<file path="config.mk">
export PLATFORM = sky130hd
export DESIGN_NAME = copy_regs_flat
export DESIGN_NICKNAME = d
export VERILOG_FILES = /design/src/hw/copy_pkg.sv /design/src/hw/tcdm_pkg.sv /design/src/hw/tcdm_if.sv /design/src/hw/copy_regs.sv /design/src/flat_wrapper.sv
export SDC_FILE = /design/constraint.sdc
export NUM_CORES = 1
export LEC_CHECK = 0
export BUFFER_PORTS_ARGS = -buffer_cell sky130_fd_sc_hd__clkbuf_2
export CORE_MARGIN = 10
export CORE_UTILIZATION = 42
export DETAILED_ROUTE_END_ITERATION = 7
export GPL_TIMING_DRIVEN = 1
export PLACE_DENSITY = 0.86
export SETUP_SLACK_MARGIN = 0.05
export SYNTH_ARGS = -nofsm -noshare
export SYNTH_HDL_FRONTEND = slang
export SYNTH_SLANG_ARGS = --single-unit
</file>
<file path="constraint.sdc">
create_clock -name clk_i -period 3.1 [get_ports clk_i]
set_input_delay 0.62 -clock clk_i [delete_from_list [all_inputs] [get_ports clk_i]]
set_output_delay 0.62 -clock clk_i [all_outputs]
set_load 0.005 [all_outputs]
</file>
<file path="src/hw/copy_pkg.sv">
package copy_pkg;

  // register word offsets, taken from byte address bits 11:2
  typedef logic [9:0] reg_off_t;

  localparam reg_off_t REG_SRC    = 10'd0;
  localparam reg_off_t REG_DST    = 10'd1;
  localparam reg_off_t REG_LEN    = 10'd2;
  localparam reg_off_t REG_CTRL   = 10'd3;
  localparam reg_off_t REG_STATUS = 10'd4;

  // byte address bit that selects the memory window
  localparam int unsigned WIN_BIT = 12;

  // copy length in words, 0 to 1024
  typedef logic [10:0] len_t;

  typedef enum logic [2:0] {
    IDLE,
    READ,
    WAIT_R, // read response cycle
    WRITE,
    DONE
  } eng_state_t;

endpackage

</file>
<file path="src/hw/tcdm_pkg.sv">
package tcdm_pkg;

  // scratchpad geometry
  localparam int unsigned NB_CHAN    = 4; // channels per beat
  localparam int unsigned NB_BANKS   = 4;
  localparam int unsigned BANK_WORDS = 256; // rows per bank

  // data word on every channel
  typedef logic [31:0] word_t;

  // word address, low bits pick the bank and high bits the row
  typedef logic [9:0] waddr_t;

  typedef logic [7:0] row_t;

  // rotation of channels onto banks
  typedef logic [1:0] order_t;

  typedef logic [3:0] be_t;

endpackage
</file>
<file path="src/hw/tcdm_if.sv">
`timescale 1ns/10ps

interface tcdm_if;

  logic                req;
  tcdm_pkg::waddr_t    add;
  logic                wen; // 1 = read
  tcdm_pkg::be_t       be;
  tcdm_pkg::word_t     data;
  logic                gnt;
  tcdm_pkg::word_t     r_data;
  logic                r_valid; // one cycle after a taken read

  modport master (
    output req, add, wen, be, data,
    input  gnt, r_data, r_valid
  );

  modport slave (
    input  req, add, wen, be, data,
    output gnt, r_data, r_valid
  );

endinterface

</file>
<file path="src/hw/copy_regs.sv">
`timescale 1ns/10ps

module copy_regs (
  input  logic              clk_i,
  input  logic              rst_ni,
  input  logic              cyc_i,
  input  logic              stb_i,
  input  logic              we_i,
  input  logic [31:0]       adr_i,
  input  tcdm_pkg::word_t   dat_i,
  input  tcdm_pkg::be_t     sel_i,
  output tcdm_pkg::word_t   dat_o,
  output logic              ack_o,
  output tcdm_pkg::waddr_t  src_o,
  output tcdm_pkg::waddr_t  dst_o,
  output copy_pkg::len_t    len_o,
  output logic              start_o,
  input  logic              busy_i,
  input  logic              done_i,
  tcdm_if.master            host_o
);

  copy_pkg::reg_off_t off;
  tcdm_pkg::waddr_t   src_q;
  tcdm_pkg::waddr_t   dst_q;
  copy_pkg::len_t     len_q;
  tcdm_pkg::word_t    rd_data;
  tcdm_pkg::word_t    dat_q;
  logic               wb_req;
  logic               win_sel;
  logic               reg_acc;
  logic               ack_q;
  logic               rd_wait_q; // window read granted, data next
  logic               start_q;
  logic               done_q;    // sticky

  assign wb_req  = cyc_i & stb_i;
  assign win_sel = adr_i[copy_pkg::WIN_BIT];
  assign off     = adr_i[11:2];
  assign reg_acc = wb_req & ~win_sel & ~ack_q;

  // window request held until granted
  assign host_o.req  = wb_req & win_sel & ~ack_q & ~rd_wait_q;
  assign host_o.add  = tcdm_pkg::waddr_t'(off);
  assign host_o.wen  = ~we_i;
  assign host_o.be   = sel_i;
  assign host_o.data = dat_i;

  always_comb begin
    case (off)
      copy_pkg::REG_SRC:    rd_data = tcdm_pkg::word_t'(src_q);
      copy_pkg::REG_DST:    rd_data = tcdm_pkg::word_t'(dst_q);
      copy_pkg::REG_LEN:    rd_data = tcdm_pkg::word_t'(len_q);
      copy_pkg::REG_STATUS: rd_data = tcdm_pkg::word_t'({done_q, busy_i});
      default:              rd_data = '0; // CTRL reads as zero
    endcase
  end

  always_ff @(posedge clk_i or negedge rst_ni) begin
    if (!rst_ni) begin
      ack_q     <= 1'b0;
      rd_wait_q <= 1'b0;
      start_q   <= 1'b0;
      done_q    <= 1'b0;
      src_q     <= '0;
      dst_q     <= '0;
      len_q     <= '0;
    end else begin
      ack_q   <= 1'b0;
      start_q <= 1'b0;
      if (reg_acc) begin
        ack_q <= 1'b1;
        if (we_i) begin
          case (off)
            copy_pkg::REG_SRC:  src_q   <= tcdm_pkg::waddr_t'(dat_i);
            copy_pkg::REG_DST:  dst_q   <= tcdm_pkg::waddr_t'(dat_i);
            copy_pkg::REG_LEN:  len_q   <= copy_pkg::len_t'(dat_i);
            copy_pkg::REG_CTRL: start_q <= dat_i[0] & ~busy_i; // no restart while busy
            default: ;
          endcase
        end
      end
      if (host_o.req && host_o.gnt) begin
        if (we_i) ack_q     <= 1'b1; // write acks the cycle after gnt
        else      rd_wait_q <= 1'b1;
      end
      if (rd_wait_q && host_o.r_valid) rd_wait_q <= 1'b0;
      if (done_i)       done_q <= 1'b1;
      else if (start_q) done_q <= 1'b0;
    end
  end

  always_ff @(posedge clk_i) begin
    if (reg_acc) dat_q <= rd_data;
  end

  // window reads ack in the response cycle
  assign ack_o   = ack_q | (rd_wait_q & host_o.r_valid);
  assign dat_o   = rd_wait_q ? host_o.r_data : dat_q;
  assign start_o = start_q;
  assign src_o   = src_q;
  assign dst_o   = dst_q;
  assign len_o   = len_q;

endmodule

</file>
<file path="src/flat_wrapper.sv">
// flat-port wrapper written by rule: the top's interface ports become plain ports
module copy_regs_flat 
  (clk_i, rst_ni, cyc_i, stb_i, we_i, adr_i, dat_i, sel_i, dat_o, ack_o, src_o, dst_o, len_o, start_o, busy_i, done_i, host_o_req, host_o_add, host_o_wen, host_o_be, host_o_data, host_o_gnt, host_o_r_data, host_o_r_valid);
  tcdm_if host_o_i ();
  input  logic clk_i;
  input  logic rst_ni;
  input  logic cyc_i;
  input  logic stb_i;
  input  logic we_i;
  input  logic [31:0] adr_i;
  input  tcdm_pkg::word_t dat_i;
  input  tcdm_pkg::be_t sel_i;
  output tcdm_pkg::word_t dat_o;
  output logic ack_o;
  output tcdm_pkg::waddr_t src_o;
  output tcdm_pkg::waddr_t dst_o;
  output copy_pkg::len_t len_o;
  output logic start_o;
  input  logic busy_i;
  input  logic done_i;
  output wire logic [$bits(host_o_i.req)-1:0] host_o_req;
  output wire logic [$bits(host_o_i.add)-1:0] host_o_add;
  output wire logic [$bits(host_o_i.wen)-1:0] host_o_wen;
  output wire logic [$bits(host_o_i.be)-1:0] host_o_be;
  output wire logic [$bits(host_o_i.data)-1:0] host_o_data;
  input wire logic [$bits(host_o_i.gnt)-1:0] host_o_gnt;
  input wire logic [$bits(host_o_i.r_data)-1:0] host_o_r_data;
  input wire logic [$bits(host_o_i.r_valid)-1:0] host_o_r_valid;
  assign host_o_req = host_o_i.req;
  assign host_o_add = host_o_i.add;
  assign host_o_wen = host_o_i.wen;
  assign host_o_be = host_o_i.be;
  assign host_o_data = host_o_i.data;
  assign host_o_i.gnt = host_o_gnt;
  assign host_o_i.r_data = host_o_r_data;
  assign host_o_i.r_valid = host_o_r_valid;
  copy_regs u_core (.clk_i(clk_i), .rst_ni(rst_ni), .cyc_i(cyc_i), .stb_i(stb_i), .we_i(we_i), .adr_i(adr_i), .dat_i(dat_i), .sel_i(sel_i), .dat_o(dat_o), .ack_o(ack_o), .src_o(src_o), .dst_o(dst_o), .len_o(len_o), .start_o(start_o), .busy_i(busy_i), .done_i(done_i), .host_o(host_o_i));
endmodule
</file>
* Word-level counts from Yosys, hierarchy flattened
Cells that the tools add are included.
Widths: inputs -> output; s select.
** Word-level totals
- Flip-flop bits (word level) :: 67
- Logic and storage cells :: 49
- Output and inout port bits :: 113
** Operators by class
- Bitwise operators :: 14
- Reduce and logical (&&, ||, !) cells :: 9
- Eq/ne operators :: 5
- Multiplexer cells :: 13
** Operators by type and width (number)
- $pmux 11 s4 :: 1
- $mux 32 :: 1
- $eq 10x2->1 const B :: 2
- $mux 1 :: 11
- $eq 10x1->1 const B :: 1
- $eq 10x3->1 const B :: 1
- $logic_not 10->1 :: 1
- $reduce_and 3->1 :: 3
- $and 1x1->1 :: 8
- $not 1->1 :: 5
- $reduce_bool 2->1 :: 2
- $logic_and 1x1->1 :: 2
- $ne 2x1->1 const B :: 1
- $reduce_and 2->1 :: 1
- $or 1x1->1 :: 1

* Longest topological paths before layout
Gate-level depths: netlist (run 1).
- Word-level depth :: 7
- Depth in mapped cells :: 5

* Worst setup path after synthesis (run 1)
OpenSTA, ideal clock, no wires.
- Kind :: input -> register
- Start :: input port adr_i[8]
- End :: register u_core.len_q[10], in the netlist u_core.len_o[10]
- Data required time :: 2975 ps
- Setup time :: 125 ps
- Path slack :: 742 ps
- Data arrival time :: 2233 ps
- Stages on the path :: 5
- Cell sequence :: or4_1 > buf_2 > nor4_1 > buf_2 > mux2_2
** Between the ends
- Word-level cells in the longest chain between the ends :: 2
** Ends and longest elaborated chain
- start, declared :: line flat_wrapper.sv:10 : input logic [31:0] adr_i;
- $eq 10x2->1 :: line copy_regs.sv:74 : case (off)
- $reduce_and 3->1 (no line)
- end signal, assigned :: line copy_regs.sv:77 : copy_pkg::REG_LEN: len_q <= copy_pkg::len_t'(dat_i);
- end, declared :: line copy_regs.sv:26 : copy_pkg::len_t len_q;
Every way passes these cells.
A chain may end at the register's enable or synchronous reset.

* Worst setup path after layout (run 1)
- Start :: register u_core.rd_wait_q
- End :: output port dat_o[4]
** Between the ends
- Word-level cells in the longest chain between the ends :: 1
** Ends and longest elaborated chain
- start, declared :: line copy_regs.sv:33 : logic rd_wait_q;
- start signal, assigned :: line copy_regs.sv:62 : rd_wait_q <= 1'b0;
- start signal, assigned :: line copy_regs.sv:85 : else rd_wait_q <= 1'b1;
- start signal, assigned :: line copy_regs.sv:87 : if (rd_wait_q && host_o.r_valid) rd_wait_q <= 1'b0;
- $mux 32 :: line copy_regs.sv:99 : assign dat_o = rd_wait_q ? host_o.r_data : dat_q;
- end, declared :: line flat_wrapper.sv:13 : output tcdm_pkg::word_t dat_o;
Every way passes these cells.

==> impl_metrics.sql, run 1 <==
INSERT INTO impl_metrics (metric_group, metric, value, unit) VALUES
('critical_path', 'critical_path.endpoint_type', 'output pin', ''),
('synth', 'syn-num-nets', '339', ''),
('global_routing', 'number_of_antenna_violations_at_the_first_check_in_global_routing', '0', ''),
('synth', 'cell_count_after_synthesis', '230', ''),
('synth', 'netlist-cell-type-count', '35', ''),
('route', 'avgRoutedWirePerCell', '20.1', 'um'),
('global_routing', 'grt_first_pass_wirelength', '12700', 'um'),
('critical_path', 'critical_path.max_fanout', '36', ''),
('sta', 'setup_viol', '0', ''),
('floorplanning', 'dieArea', '10000', 'um^2'),
('route', 'drt_iter0_drc', '100', ''),
('cells_and_area', 'ff_latch_area', '1210', 'um^2'),
('critical_path', 'cpMaxStageDelayCell', 'sky130_fd_sc_hd__dfrtp_1', ''),
('sta', 'relSlewSlack', '33.9', '%'),
('route', 'total_via_count_in_the_routed_design', '2100', ''),
('route', 'finalWirelength', '8260', 'um'),
('run_status', 'status', 'complete, no violations', ''),
('cells_and_area', 'antenna_cells_inserted', '0', ''),
('synth', 'post_synth_instance_area', '2690', 'um^2'),
('clock_tree', 'clock_tree_from_tritoncts', 'done', ''),
('clock_tree', 'cts_htree_levels', '2', ''),
('synth', 'synth_flop_cell', 'sky130_fd_sc_hd__dfrtp_1', ''),
('floorplanning', 'placement_rows', '29', ''),
('clock_tree', 'clkTransAtPathRegs', '80', 'ps'),
('synth', 'commonest_cells_post_synth', 'sky130_fd_sc_hd__mux2_2, sky130_fd_sc_hd__buf_4, sky130_fd_sc_hd__dfrtp_1', ''),
('route', 'dr.pass1.iters', '6', ''),
('synth', 'synth_seq_cells', '46', ''),
('placement', 'place_hpwl', '6840', 'um'),
('route', 'final_antenna_net_count', '0', ''),
('cells_and_area', 'multi_input_comb_area', '1070', 'um^2'),
('clock_tree', 'cts-root-buf', 'sky130_fd_sc_hd__clkbuf_8', ''),
('clock_tree', 'cts_sinks', '46', ''),
('clock_tree', 'postcts_resize_cnt', '0', ''),
('critical_path', 'crit_arrival', '1850', 'ps'),
('placement', 'gpl.final_weighted_congestion', '0.797', ''),
('critical_path', 'crit_chain', 'mux2_2, clkbuf_2', ''),
('sta', 'final.setup.worst_slack', '632', 'ps'),
('global_routing', 'first_global_vias', '2285', ''),
('sta', 'max_clock_freq', '405', 'MHz'),
('power', 'total_leakage_power', '1.73', 'nW'),
('global_routing', 'pin_count_of_the_biggest_net_entering_global_routing', '37', ''),
('floorplanning', 'floorplan.initialDensity', '42.9', '%'),
('route', 'drc_violations_left', '0', ''),
('floorplanning', 'dieWidth', '100', 'um'),
('cells_and_area', 'drive_above_1_share', '64.4', '%'),
('placement', 'place_worst_setup_slack', '623', 'ps'),
('sta', 'tns', '0', 'ps'),
('synth', 'synthMostInstantiatedCell', 'sky130_fd_sc_hd__mux2_2', ''),
('synth', 'area_leader_netlist', 'sky130_fd_sc_hd__dfrtp_1', ''),
('floorplanning', 'io-pin-count', '222', ''),
('sta', 'timing.final.max_slew_violations', '0', ''),
('sta', 'grt_setup_unrepaired', 'false', ''),
('cells_and_area', 'syn2layout_area_growth', '21.3', '%'),
('sta', 'finalCritPeriodShare', '79.6', '%'),
('cells_and_area', 'finish.net_count', '442', ''),
('sta', 'finalClockSkew', '6.83', 'ps'),
('clock_tree', 'cts_setup_buffers', '0', ''),
('synth', 'synth.area.top_cells', 'sky130_fd_sc_hd__dfrtp_1, sky130_fd_sc_hd__mux2_2, sky130_fd_sc_hd__buf_4', ''),
('global_routing', 'gr-total-overflow', '0', ''),
('clock_tree', 'clock_insertion_delay_at_the_later_pin_of_the_skew_report', '290', 'ps'),
('global_routing', 'groute.usage.overall', '15.9', '%'),
('power', 'ir_worst_vdd', '0.342', 'mV'),
('floorplanning', 'die_height', '100', 'um'),
('placement', 'port-buffer-count', '150', ''),
('critical_path', 'start_kind', 'flop', ''),
('synth', 'yosysWarnings', '0', ''),
('synth', 'synth_edf_count', '11', ''),
('floorplanning', 'core_area', '6280', 'um^2'),
('sta', 'timing.final.hold_violations', '0', ''),
('synth', 'postSynthAreaPerCell', '11.7', 'um^2'),
('route', 'post_drt_via_cell_ratio', '5.11', '');
-- critical path: cells and delay by family (launching register included) --
kind | cells | cell delay (ps)
buffers and inverters | 1 | 120
multiplexers | 1 | 430
flip-flops | 1 | 1000
-- cell families after synthesis --
kind of cell	share of synthesized area [%]
flops	44.8
mux	21.7
compound gates	4.33
simple gates	13.4
buf+inv	15.7
-- through the flow --
stage	area (um^2)	utilization [%]	std cells	power [mW]	hold slack, ps
global route	3260	52.0	411	1.18	490
detailed placement	3170	50.5	403	0.777	475
floorplan	2690	-	230	0.730	324
global placement	3170	50.5	403	0.774	462
finish	3260	52.0	411	1.13	437
CTS	3260	52.0	411	1.14	461
-- cell usage in the layout, fill, tap and decap left out --
master / count
sky130_fd_sc_hd__clkbuf_2: 150
sky130_fd_sc_hd__mux2_2: 49
sky130_fd_sc_hd__dfrtp_1: 35
sky130_fd_sc_hd__and2_1: 21
sky130_fd_sc_hd__edfxtp_1: 11
sky130_fd_sc_hd__nor2_1: 9
sky130_fd_sc_hd__a22oi_1: 8
sky130_fd_sc_hd__clkbuf_8: 6
sky130_fd_sc_hd__inv_1: 5
sky130_fd_sc_hd__nand3b_1: 4
sky130_fd_sc_hd__buf_4: 4
sky130_fd_sc_hd__or4_1: 2
sky130_fd_sc_hd__mux2i_1: 2
sky130_fd_sc_hd__nor3b_1: 2
sky130_fd_sc_hd__nor4_1: 2
sky130_fd_sc_hd__nor3_1: 2
sky130_fd_sc_hd__a21o_1: 2
sky130_fd_sc_hd__nor4_4: 2
sky130_fd_sc_hd__or2_2: 1
sky130_fd_sc_hd__nor2b_1: 1
sky130_fd_sc_hd__clkinv_1: 1
sky130_fd_sc_hd__o31ai_1: 1
sky130_fd_sc_hd__o311a_1: 1
sky130_fd_sc_hd__nor4bb_1: 1
sky130_fd_sc_hd__nand2_1: 1
sky130_fd_sc_hd__o31a_1: 1
sky130_fd_sc_hd__and4b_1: 1
sky130_fd_sc_hd__nand4bb_1: 1
sky130_fd_sc_hd__a21oi_1: 1
sky130_fd_sc_hd__nand4b_1: 1
sky130_fd_sc_hd__or3b_2: 1
sky130_fd_sc_hd__mux2_1: 1
sky130_fd_sc_hd__nor4_2: 1
sky130_fd_sc_hd__a32o_1: 1
sky130_fd_sc_hd__clkinv_2: 1
sky130_fd_sc_hd__clkbuf_1: 1
-- sequential cells by signal, indices dropped and copies added, names as in the netlist --
register	flops
u_core.dat_q	11
u_core.len_o	11
u_core.dst_o	10
u_core.src_o	10
u_core.ack_q	1
u_core.done_q	1
u_core.rd_wait_q	1
u_core.start_o	1
-- final timing paths --
| kind | startpoint | to | slack [ps] | cells past startpoint |
|---|---|---|---|---|
| worst min-delay path | rst_ni | u_core.done_q | 440 | 1 |
| worst min register to register | u_core.done_q | u_core.done_q | 490 | 1 |
| min in group clk_i | u_core.done_q | u_core.done_q | 490 | 1 |
| worst max register to register | u_core.ack_q | u_core.len_o[8] | 1210 | 4 |
| worst max-delay path | u_core.rd_wait_q | dat_o[4] | 630 | 2 |
| max in group asynchronous | rst_ni | u_core.len_o[8] | 2110 | 1 |
-- report_power, final --
group          internal [mW]  switching [mW]
sequential             0.624         0.00605
clock                  0.180           0.185
combinational         0.0645          0.0677
total                  0.868           0.259
-- cell type report --
type                            count  share of cell area, %
Timing Repair Buffer              154                   23.9
Clock buffer                        7                   2.64
Clock inverter                      1                  0.153
Inverter                            6                  0.690
Sequential cell                    46                   36.9
Multi-Input combinational cell    120                   32.7
Tap cell                           77                   2.95
-- routing by layer --
layer  routed length [um]  global-route usage [%]
met1                 2760                    15.3
met2                 4560                    30.4
met3                  699                    5.36
met4                  237                    5.54
met5                    0                       0
Note: power is estimated with default switching activity, not from simulation.
==> run 2, diff against run 1 <==
--- a/config.mk
+++ b/config.mk
@@ -5,12 +5,13 @@
 export SDC_FILE = /design/constraint.sdc
 export NUM_CORES = 1
 export LEC_CHECK = 0
+export ABC_AREA = 1
 export BUFFER_PORTS_ARGS = -buffer_cell sky130_fd_sc_hd__clkbuf_2
 export CORE_MARGIN = 10
-export CORE_UTILIZATION = 42
+export CORE_UTILIZATION = 41
 export DETAILED_ROUTE_END_ITERATION = 7
 export GPL_TIMING_DRIVEN = 1
-export PLACE_DENSITY = 0.86
+export PLACE_DENSITY = 0.82
 export SETUP_SLACK_MARGIN = 0.05
 export SYNTH_ARGS = -nofsm -noshare
 export SYNTH_HDL_FRONTEND = slang
==> constraint.sdc (replaced) <==
create_clock -name clk_i -period 2.4 [get_ports clk_i]
set_input_delay 0.48 -clock clk_i [delete_from_list [all_inputs] [get_ports clk_i]]
set_output_delay 0.48 -clock clk_i [all_outputs]
set_load 0.005 [all_outputs]
==> impl_metrics.sql, run 2 <==
INSERT INTO impl_metrics (metric_group, metric, value, unit) VALUES
('worst_hold_path', 'min_path_type', 'in -> async', ''),
('global_routing', 'gr-total-overflow', '0', ''),
('clock_tree', 'cts-buffers-inserted', '5', ''),
('route', 'drt_iter0_drc', '120', ''),
('placement', 'gpl.final_weighted_congestion', '0.884', ''),
('route', 'finalWirelength', '8720', 'um'),
('route', 'post_drt_via_cell_ratio', '4.58', ''),
('synth', 'synth_edf_count', '11', ''),
('critical_path', 'critical_path.max_fanout', '17', ''),
('route', 'total_via_count_in_the_routed_design', '2599', ''),
('global_routing', 'number_of_antenna_violations_at_the_first_check_in_global_routing', '0', ''),
('synth', 'syn-num-nets', '478', ''),
('cells_and_area', 'mostFrequentLayoutCells', 'sky130_fd_sc_hd__clkbuf_2, sky130_fd_sc_hd__nand2_1, sky130_fd_sc_hd__inv_1', ''),
('floorplanning', 'placement_rows', '30', ''),
('sta', 'setup_viol', '0', ''),
('synth', 'synth_flop_cell', 'sky130_fd_sc_hd__dfrtp_1', ''),
('floorplanning', 'floorplan.initialDensity', '42.9', '%'),
('route', 'drc_violations_left', '0', ''),
('synth', 'yosysWarnings', '0', ''),
('clock_tree', 'clkTransAtPathRegs', '80', 'ps'),
('cells_and_area', 'syn2layout_area_growth', '18.6', '%'),
('sta', 'finalCritPeriodShare', '85.7', '%'),
('flow_run', 'max_cap_violations', '0', ''),
('clock_tree', 'cts-root-buf', 'sky130_fd_sc_hd__clkbuf_8', ''),
('clock_tree', 'cts_setup_buffers', '0', ''),
('route', 'avgRoutedWirePerCell', '15.4', 'um'),
('sta', 'finalClockSkew', '6.09', 'ps'),
('clock_tree', 'clk_path_buf_depth', '2', ''),
('sta', 'period_minus_slack', '2060', 'ps'),
('synth', 'cell_count_after_synthesis', '369', ''),
('clock_tree', 'postcts_resize_cnt', '0', ''),
('floorplanning', 'core_area', '6910', 'um^2'),
('critical_path', 'crit_required', '1920', 'ps'),
('power', 'ir_worst_vdd', '0.324', 'mV'),
('power', 'total_leakage_power', '2.20', 'nW'),
('route', 'dr.pass1.iters', '4', ''),
('clock_tree', 'post_cts_hold_buffer_count', '0', ''),
('cells_and_area', 'fillCellCount', '701', ''),
('placement', 'place_hpwl', '7320', 'um'),
('cells_and_area', 'drive_above_1_share', '46.6', '%'),
('placement', 'dp_cells', '560', ''),
('power', 'pwr_density_cell', '484', 'nW/um^2'),
('synth', 'commonest_cells_post_synth', 'sky130_fd_sc_hd__nand2_1, sky130_fd_sc_hd__buf_4, sky130_fd_sc_hd__inv_1', ''),
('global_routing', 'first_global_vias', '2601', ''),
('floorplanning', 'io-pin-count', '222', ''),
('cells_and_area', 'finish.net_count', '580', ''),
('sta', 'final.setup.worst_slack', '343', 'ps'),
('synth', 'async_flop_share', '76.1', '%'),
('clock_tree', 'clock_tree_from_tritoncts', 'done', ''),
('synth', 'post_synth_instance_area', '2960', 'um^2'),
('synth', 'synth.top_cell.area_share', '29.5', '%'),
('synth', 'postSynthAreaPerCell', '8.03', 'um^2'),
('synth', 'area_leader_netlist', 'sky130_fd_sc_hd__dfrtp_1', ''),
('synth', 'synthMostInstantiatedCell', 'sky130_fd_sc_hd__nand2_1', ''),
('sta', 'tns', '0', 'ps'),
('global_routing', 'pin_count_of_the_biggest_net_entering_global_routing', '36', ''),
('clock_tree', 'clock_insertion_delay_at_the_later_pin_of_the_skew_report', '300', 'ps'),
('sta', 'timing.final.max_slew_violations', '0', ''),
('sta', 'tightest_slew', '864', 'ps'),
('synth', 'synth.area.top_cells', 'sky130_fd_sc_hd__dfrtp_1, sky130_fd_sc_hd__nand2_1, sky130_fd_sc_hd__buf_4', ''),
('floorplanning', 'dieArea', '11000', 'um^2'),
('global_routing', 'grt_first_pass_wirelength', '13500', 'um'),
('critical_path', 'start_kind', 'flop', ''),
('placement', 'port-buffer-count', '150', ''),
('cells_and_area', 'antenna_cells_inserted', '0', ''),
('critical_path', 'critPathKind', 'reg -> out', ''),
('sta', 'max_clock_freq', '486', 'MHz'),
('floorplanning', 'die_height', '105', 'um'),
('sta', 'timing.final.hold_violations', '0', ''),
('clock_tree', 'cts_htree_levels', '2', ''),
('cells_and_area', 'mostFrequentLayoutCell', 'sky130_fd_sc_hd__clkbuf_2', ''),
('global_routing', 'groute.usage.overall', '15.1', '%'),
('route', 'final_antenna_net_count', '0', ''),
('cells_and_area', 'layoutNonFillerInstCount', '568', ''),
('critical_path', 'critical_path.endpoint_type', 'output pin', ''),
('sta', 'relSlewSlack', '42.4', '%'),
('synth', 'netlist-cell-type-count', '25', ''),
('sta', 'grt_setup_unrepaired', 'false', ''),
('critical_path', 'crit_arrival', '1580', 'ps'),
('clock_tree', 'cts_sinks', '46', ''),
('placement', 'place_worst_setup_slack', '502', 'ps'),
('synth', 'yosysSeqAreaShare', '40.7', '%'),
('synth', 'synth_seq_cells', '46', ''),
('run_status', 'status', 'complete, no violations', ''),
('floorplanning', 'dieWidth', '105', 'um');
-- run 2: changes by cell type after synthesis, moves of 4 or more --
cell,change
sky130_fd_sc_hd__inv_1,+41
sky130_fd_sc_hd__nand2_1,+109
sky130_fd_sc_hd__nand3b_1,-4
sky130_fd_sc_hd__a22oi_1,-8
sky130_fd_sc_hd__and2_1,-21
sky130_fd_sc_hd__nand3_1,+36
sky130_fd_sc_hd__nor2_4,+5
sky130_fd_sc_hd__mux2_2,-49
sky130_fd_sc_hd__nand2_2,+20
sky130_fd_sc_hd__o21ai_2,+20
-- run 2: layout make-up --
| type | count | area (um^2) | area share [%] |
|---|---|---|---|
| Clock buffer | 6 | 72.6 | 2.06 |
| Multi-Input combinational cell | 215 | 1140 | 32.4 |
| Sequential cell | 46 | 1210 | 34.3 |
| Tap cell | 96 | 120 | 3.42 |
| Timing Repair Buffer | 155 | 788 | 22.4 |
| Clock inverter | 2 | 10.0 | 0.285 |
| Inverter | 48 | 180 | 5.12 |
-- run 2: final timing paths --
check / from / end / slack, ps / cells after the start
setup reg to reg: u_core.ack_q / u_core.src_o[7] / 1000 / 6
hold / removal: rst_ni / u_core.dst_o[5] / 280 / 1
hold reg to reg: u_core.start_o / u_core.done_q / 460 / 1
setup / recovery: u_core.rd_wait_q / dat_o[0] / 340 / 4
max in group asynchronous: rst_ni / u_core.rd_wait_q / 1570 / 1
min in group clk_i: done_i / u_core.done_q / 380 / 2
-- run 2: kinds of logic (layout without fill, tap and decap cells) --
kind of cell,Yosys count,in the layout,synth area share [%]
DFF,46,46,40.7
AOI/OAI and AO/OA,22,22,6.33
buffers and inverters,108,211,20.9
and+or+nand+nor,193,193,32.1
-- run 2: metal layers --
metal  track usage [%]  part of all wire, %  up-vias  wire length [um]
met4              7.16                  3.8        0               333
met5                 0                    0        -                 0
met3              4.24                  7.3       32               633
met2              27.4                   52      120              4530
met1              15.6                   37     1150              3220
li1                  -                    -     1297                 -
-- run 2: report_power, final --
part           switching (mW)  internal (mW)  total [mW]
combinational           0.241          0.176       0.417
sequential             0.0259          0.809       0.835
clock                   0.247          0.202       0.449
total                   0.514           1.19        1.70
-- run 2: worst max-delay path, cell delays in order (launching register included) --
cell	delay (ps)
sky130_fd_sc_hd__dfrtp_1	660
sky130_fd_sc_hd__inv_1	310
sky130_fd_sc_hd__nand2_1	130
sky130_fd_sc_hd__nand2_1	70
sky130_fd_sc_hd__clkbuf_2	110
-- run 2: through the flow --
| stage | hold slack, ps | util, % | power [mW] | area [um^2] |
|---|---|---|---|---|
| floorplan | 184 | - | 1.10 | 2960 |
| global placement | 446 | 49.7 | 1.27 | 3430 |
| detailed placement | 447 | 49.7 | 1.28 | 3430 |
| CTS | 312 | 50.9 | 1.73 | 3520 |
| global route | 348 | 50.9 | 1.80 | 3520 |
| finish | 279 | 50.9 | 1.70 | 3520 |
==> run 3, diff against run 2 <==
--- a/config.mk
+++ b/config.mk
@@ -10,8 +10,9 @@
 export CORE_MARGIN = 10
 export CORE_UTILIZATION = 41
 export DETAILED_ROUTE_END_ITERATION = 7
+export GPL_ROUTABILITY_DRIVEN = 0
 export GPL_TIMING_DRIVEN = 1
-export PLACE_DENSITY = 0.82
+export PLACE_DENSITY = 0.9
 export SETUP_SLACK_MARGIN = 0.05
 export SYNTH_ARGS = -nofsm -noshare
 export SYNTH_HDL_FRONTEND = slang
==> impl_metrics.sql, run 3 (synthesis gave the netlist of run 2 again) <==
INSERT INTO impl_metrics (metric_group, metric, value, unit) VALUES
('clock_tree', 'cts_sinks', '46', ''),
('power', 'p_clk_share', '27.5', '%'),
('global_routing', 'gr-total-overflow', '0', ''),
('floorplanning', 'core_area', '6910', 'um^2'),
('cells_and_area', 'drive_above_1_share', '46.6', '%'),
('critical_path', 'critical_path.max_fanout', '17', ''),
('power', 'total_leakage_power', '2.18', 'nW'),
('critical_path', 'start_kind', 'flop', ''),
('critical_path', 'crit_start', 'u_core.rd_wait_q', ''),
('global_routing', 'number_of_antenna_violations_at_the_first_check_in_global_routing', '0', ''),
('placement', 'port-buffer-count', '150', ''),
('route', 'avgRoutedWirePerCell', '16.1', 'um'),
('worst_hold_path', 'min_path_type', 'in -> async', ''),
('sta', 'max_clock_freq', '491', 'MHz'),
('critical_path', 'crit_required', '1920', 'ps'),
('power', 'power_frac_seq', '48.0', '%'),
('route', 'drt_iter0_drc', '150', ''),
('clock_tree', 'clock_tree_from_tritoncts', 'done', ''),
('clock_tree', 'clock_insertion_delay_at_the_later_pin_of_the_skew_report', '300', 'ps'),
('global_routing', 'pin_count_of_the_biggest_net_entering_global_routing', '36', ''),
('sta', 'final.setup.worst_slack', '365', 'ps'),
('critical_path', 'crit_arrival', '1560', 'ps'),
('power', 'pwr_density_cell', '495', 'nW/um^2'),
('placement', 'place_worst_setup_slack', '498', 'ps'),
('critical_path', 'timing.critical_path.to', 'dat_o[4]', ''),
('critical_path', 'critical_path.endpoint_type', 'output pin', ''),
('clock_tree', 'postcts_resize_cnt', '0', ''),
('clock_tree', 'post_cts_hold_buffer_count', '0', ''),
('global_routing', 'groute.usage.overall', '15.5', '%'),
('power', 'cell_internal_pwr', '1.19', 'mW'),
('flow_run', 'max_cap_violations', '0', ''),
('sta', 'finalCritPeriodShare', '84.8', '%'),
('route', 'finalWirelength', '9090', 'um'),
('critical_path', 'critPathKind', 'reg -> out', ''),
('cells_and_area', 'syn2layout_area_growth', '18.4', '%'),
('floorplanning', 'io-pin-count', '222', ''),
('sta', 'finalClockSkew', '10.6', 'ps'),
('sta', 'period_minus_slack', '2040', 'ps'),
('clock_tree', 'cts_setup_buffers', '0', ''),
('critical_path', 'reg2reg_slack', '800', 'ps'),
('clock_tree', 'clkTransAtPathRegs', '100', 'ps'),
('critical_path', 'r2r_end', 'u_core.len_o[1]', ''),
('floorplanning', 'die_height', '105', 'um'),
('cells_and_area', 'finish.net_count', '578', ''),
('power', 'ir_worst_vdd', '0.371', 'mV'),
('clock_tree', 'cts-root-buf', 'sky130_fd_sc_hd__clkbuf_8', ''),
('route', 'dr.pass1.iters', '4', ''),
('clock_tree', 'cts-buffers-inserted', '5', ''),
('floorplanning', 'floorplan.initialDensity', '42.9', '%'),
('cells_and_area', 'fillCellCount', '719', ''),
('power', 'combPwrFrac', '24.5', '%'),
('sta', 'setup_viol', '0', ''),
('clock_tree', 'clk_path_buf_depth', '2', ''),
('route', 'drc_violations_left', '0', ''),
('sta', 'grt_setup_unrepaired', 'false', ''),
('route', 'post_drt_via_cell_ratio', '4.54', ''),
('cells_and_area', 'mostFrequentLayoutCell', 'sky130_fd_sc_hd__clkbuf_2', ''),
('cells_and_area', 'mostFrequentLayoutCells', 'sky130_fd_sc_hd__clkbuf_2, sky130_fd_sc_hd__nand2_1, sky130_fd_sc_hd__inv_1', ''),
('sta', 'timing.final.max_slew_violations', '0', ''),
('floorplanning', 'placement_rows', '30', ''),
('global_routing', 'grt_first_pass_wirelength', '14000', 'um'),
('power', 'power.net_switching', '0.544', 'mW'),
('clock_tree', 'cts_htree_levels', '2', ''),
('floorplanning', 'dieArea', '11000', 'um^2'),
('route', 'final_antenna_net_count', '0', ''),
('cells_and_area', 'utilization_of_the_core_after_routing', '50.8', '%'),
('cells_and_area', 'antenna_cells_inserted', '0', ''),
('route', 'total_via_count_in_the_routed_design', '2567', ''),
('sta', 'tightest_slew', '870', 'ps'),
('sta', 'tns', '0', 'ps'),
('sta', 'timing.final.hold_violations', '0', ''),
('placement', 'place_hpwl', '7640', 'um'),
('global_routing', 'first_global_vias', '2761', ''),
('sta', 'relSlewSlack', '42.0', '%'),
('critical_path', 'r2r.worst_path.cells', '7', ''),
('critical_path', 'reg2reg_from', 'u_core.ack_q', ''),
('floorplanning', 'dieWidth', '105', 'um'),
('power', 'sw_frac_of_total', '31.3', '%'),
('run_status', 'status', 'complete, no violations', '');
run 3: cell count changes in the layout (fill, tap and decap cells not counted):
cell                         previous run  this run
sky130_fd_sc_hd__buf_4                  5         3
sky130_fd_sc_hd__clkinv_2               2         0
sky130_fd_sc_hd__clkinvlp_4             0         2
sky130_fd_sc_hd__clkbuf_1               1         0
sky130_fd_sc_hd__inv_6                  0         1
run 3: power groups by stage:
stage | sequential (mW) | clock (mW) | combinational [mW]
after floorplan | 0.829 | 0 | 0.267
after global placement | 0.848 | 0 | 0.432
after detailed placement | 0.850 | 0 | 0.441
after CTS | 0.833 | 0.490 | 0.443
after global routing | 0.837 | 0.520 | 0.493
final | 0.834 | 0.478 | 0.426
run 3: layout make-up:
| class | instances | area [um^2] | share of cell area, % |
|---|---|---|---|
| clock buffer | 5 | 68.8 | 1.96 |
| clock inverter | 3 | 23.8 | 0.677 |
| inverter | 48 | 180 | 5.13 |
| multi-input combinational | 215 | 1140 | 32.4 |
| sequential | 46 | 1210 | 34.4 |
| tap | 96 | 120 | 3.42 |
| timing repair buffer | 153 | 773 | 22.0 |
run 3: critical path, cell delays in order, from the launching register on:
cell	delay [ps]
sky130_fd_sc_hd__dfrtp_1	640
sky130_fd_sc_hd__inv_1	300
sky130_fd_sc_hd__nand2_1	140
sky130_fd_sc_hd__nand2_1	70
sky130_fd_sc_hd__clkbuf_2	120
run 3: how the worst min path moves through the flow:
stage / to / slack, ps / depth (start not counted)
floorplan: u_core.ack_q / 180 / 0
global placement: u_core.done_q / 440 / 1
detailed placement: u_core.done_q / 470 / 1
CTS: u_core.src_o[8] / 310 / 1
global route: u_core.dst_o[8] / 350 / 1
finish: u_core.dst_o[8] / 280 / 1
run 3: per-stage QoR:
step | std cells | hold slack (ps) | instance area, um^2 | total power [mW]
final | 566 | 277 | 3510 | 1.74
after global routing | 566 | 351 | 3510 | 1.85
after CTS | 566 | 308 | 3510 | 1.77
after detailed placement | 558 | 469 | 3420 | 1.29
after global placement | 558 | 439 | 3420 | 1.28
after floorplan | 369 | 184 | 2960 | 1.10
run 3: per-layer routing:
| layer | vias to the layer above | routed length [um] | track usage (%) |
|---|---|---|---|
| met5 | - | 0 | 0 |
| met4 | 0 | 259 | 6.47 |
| met3 | 28 | 741 | 5.41 |
| met2 | 105 | 4800 | 29.0 |
| met1 | 1145 | 3280 | 15.0 |
| li1 | 1289 | - | - |
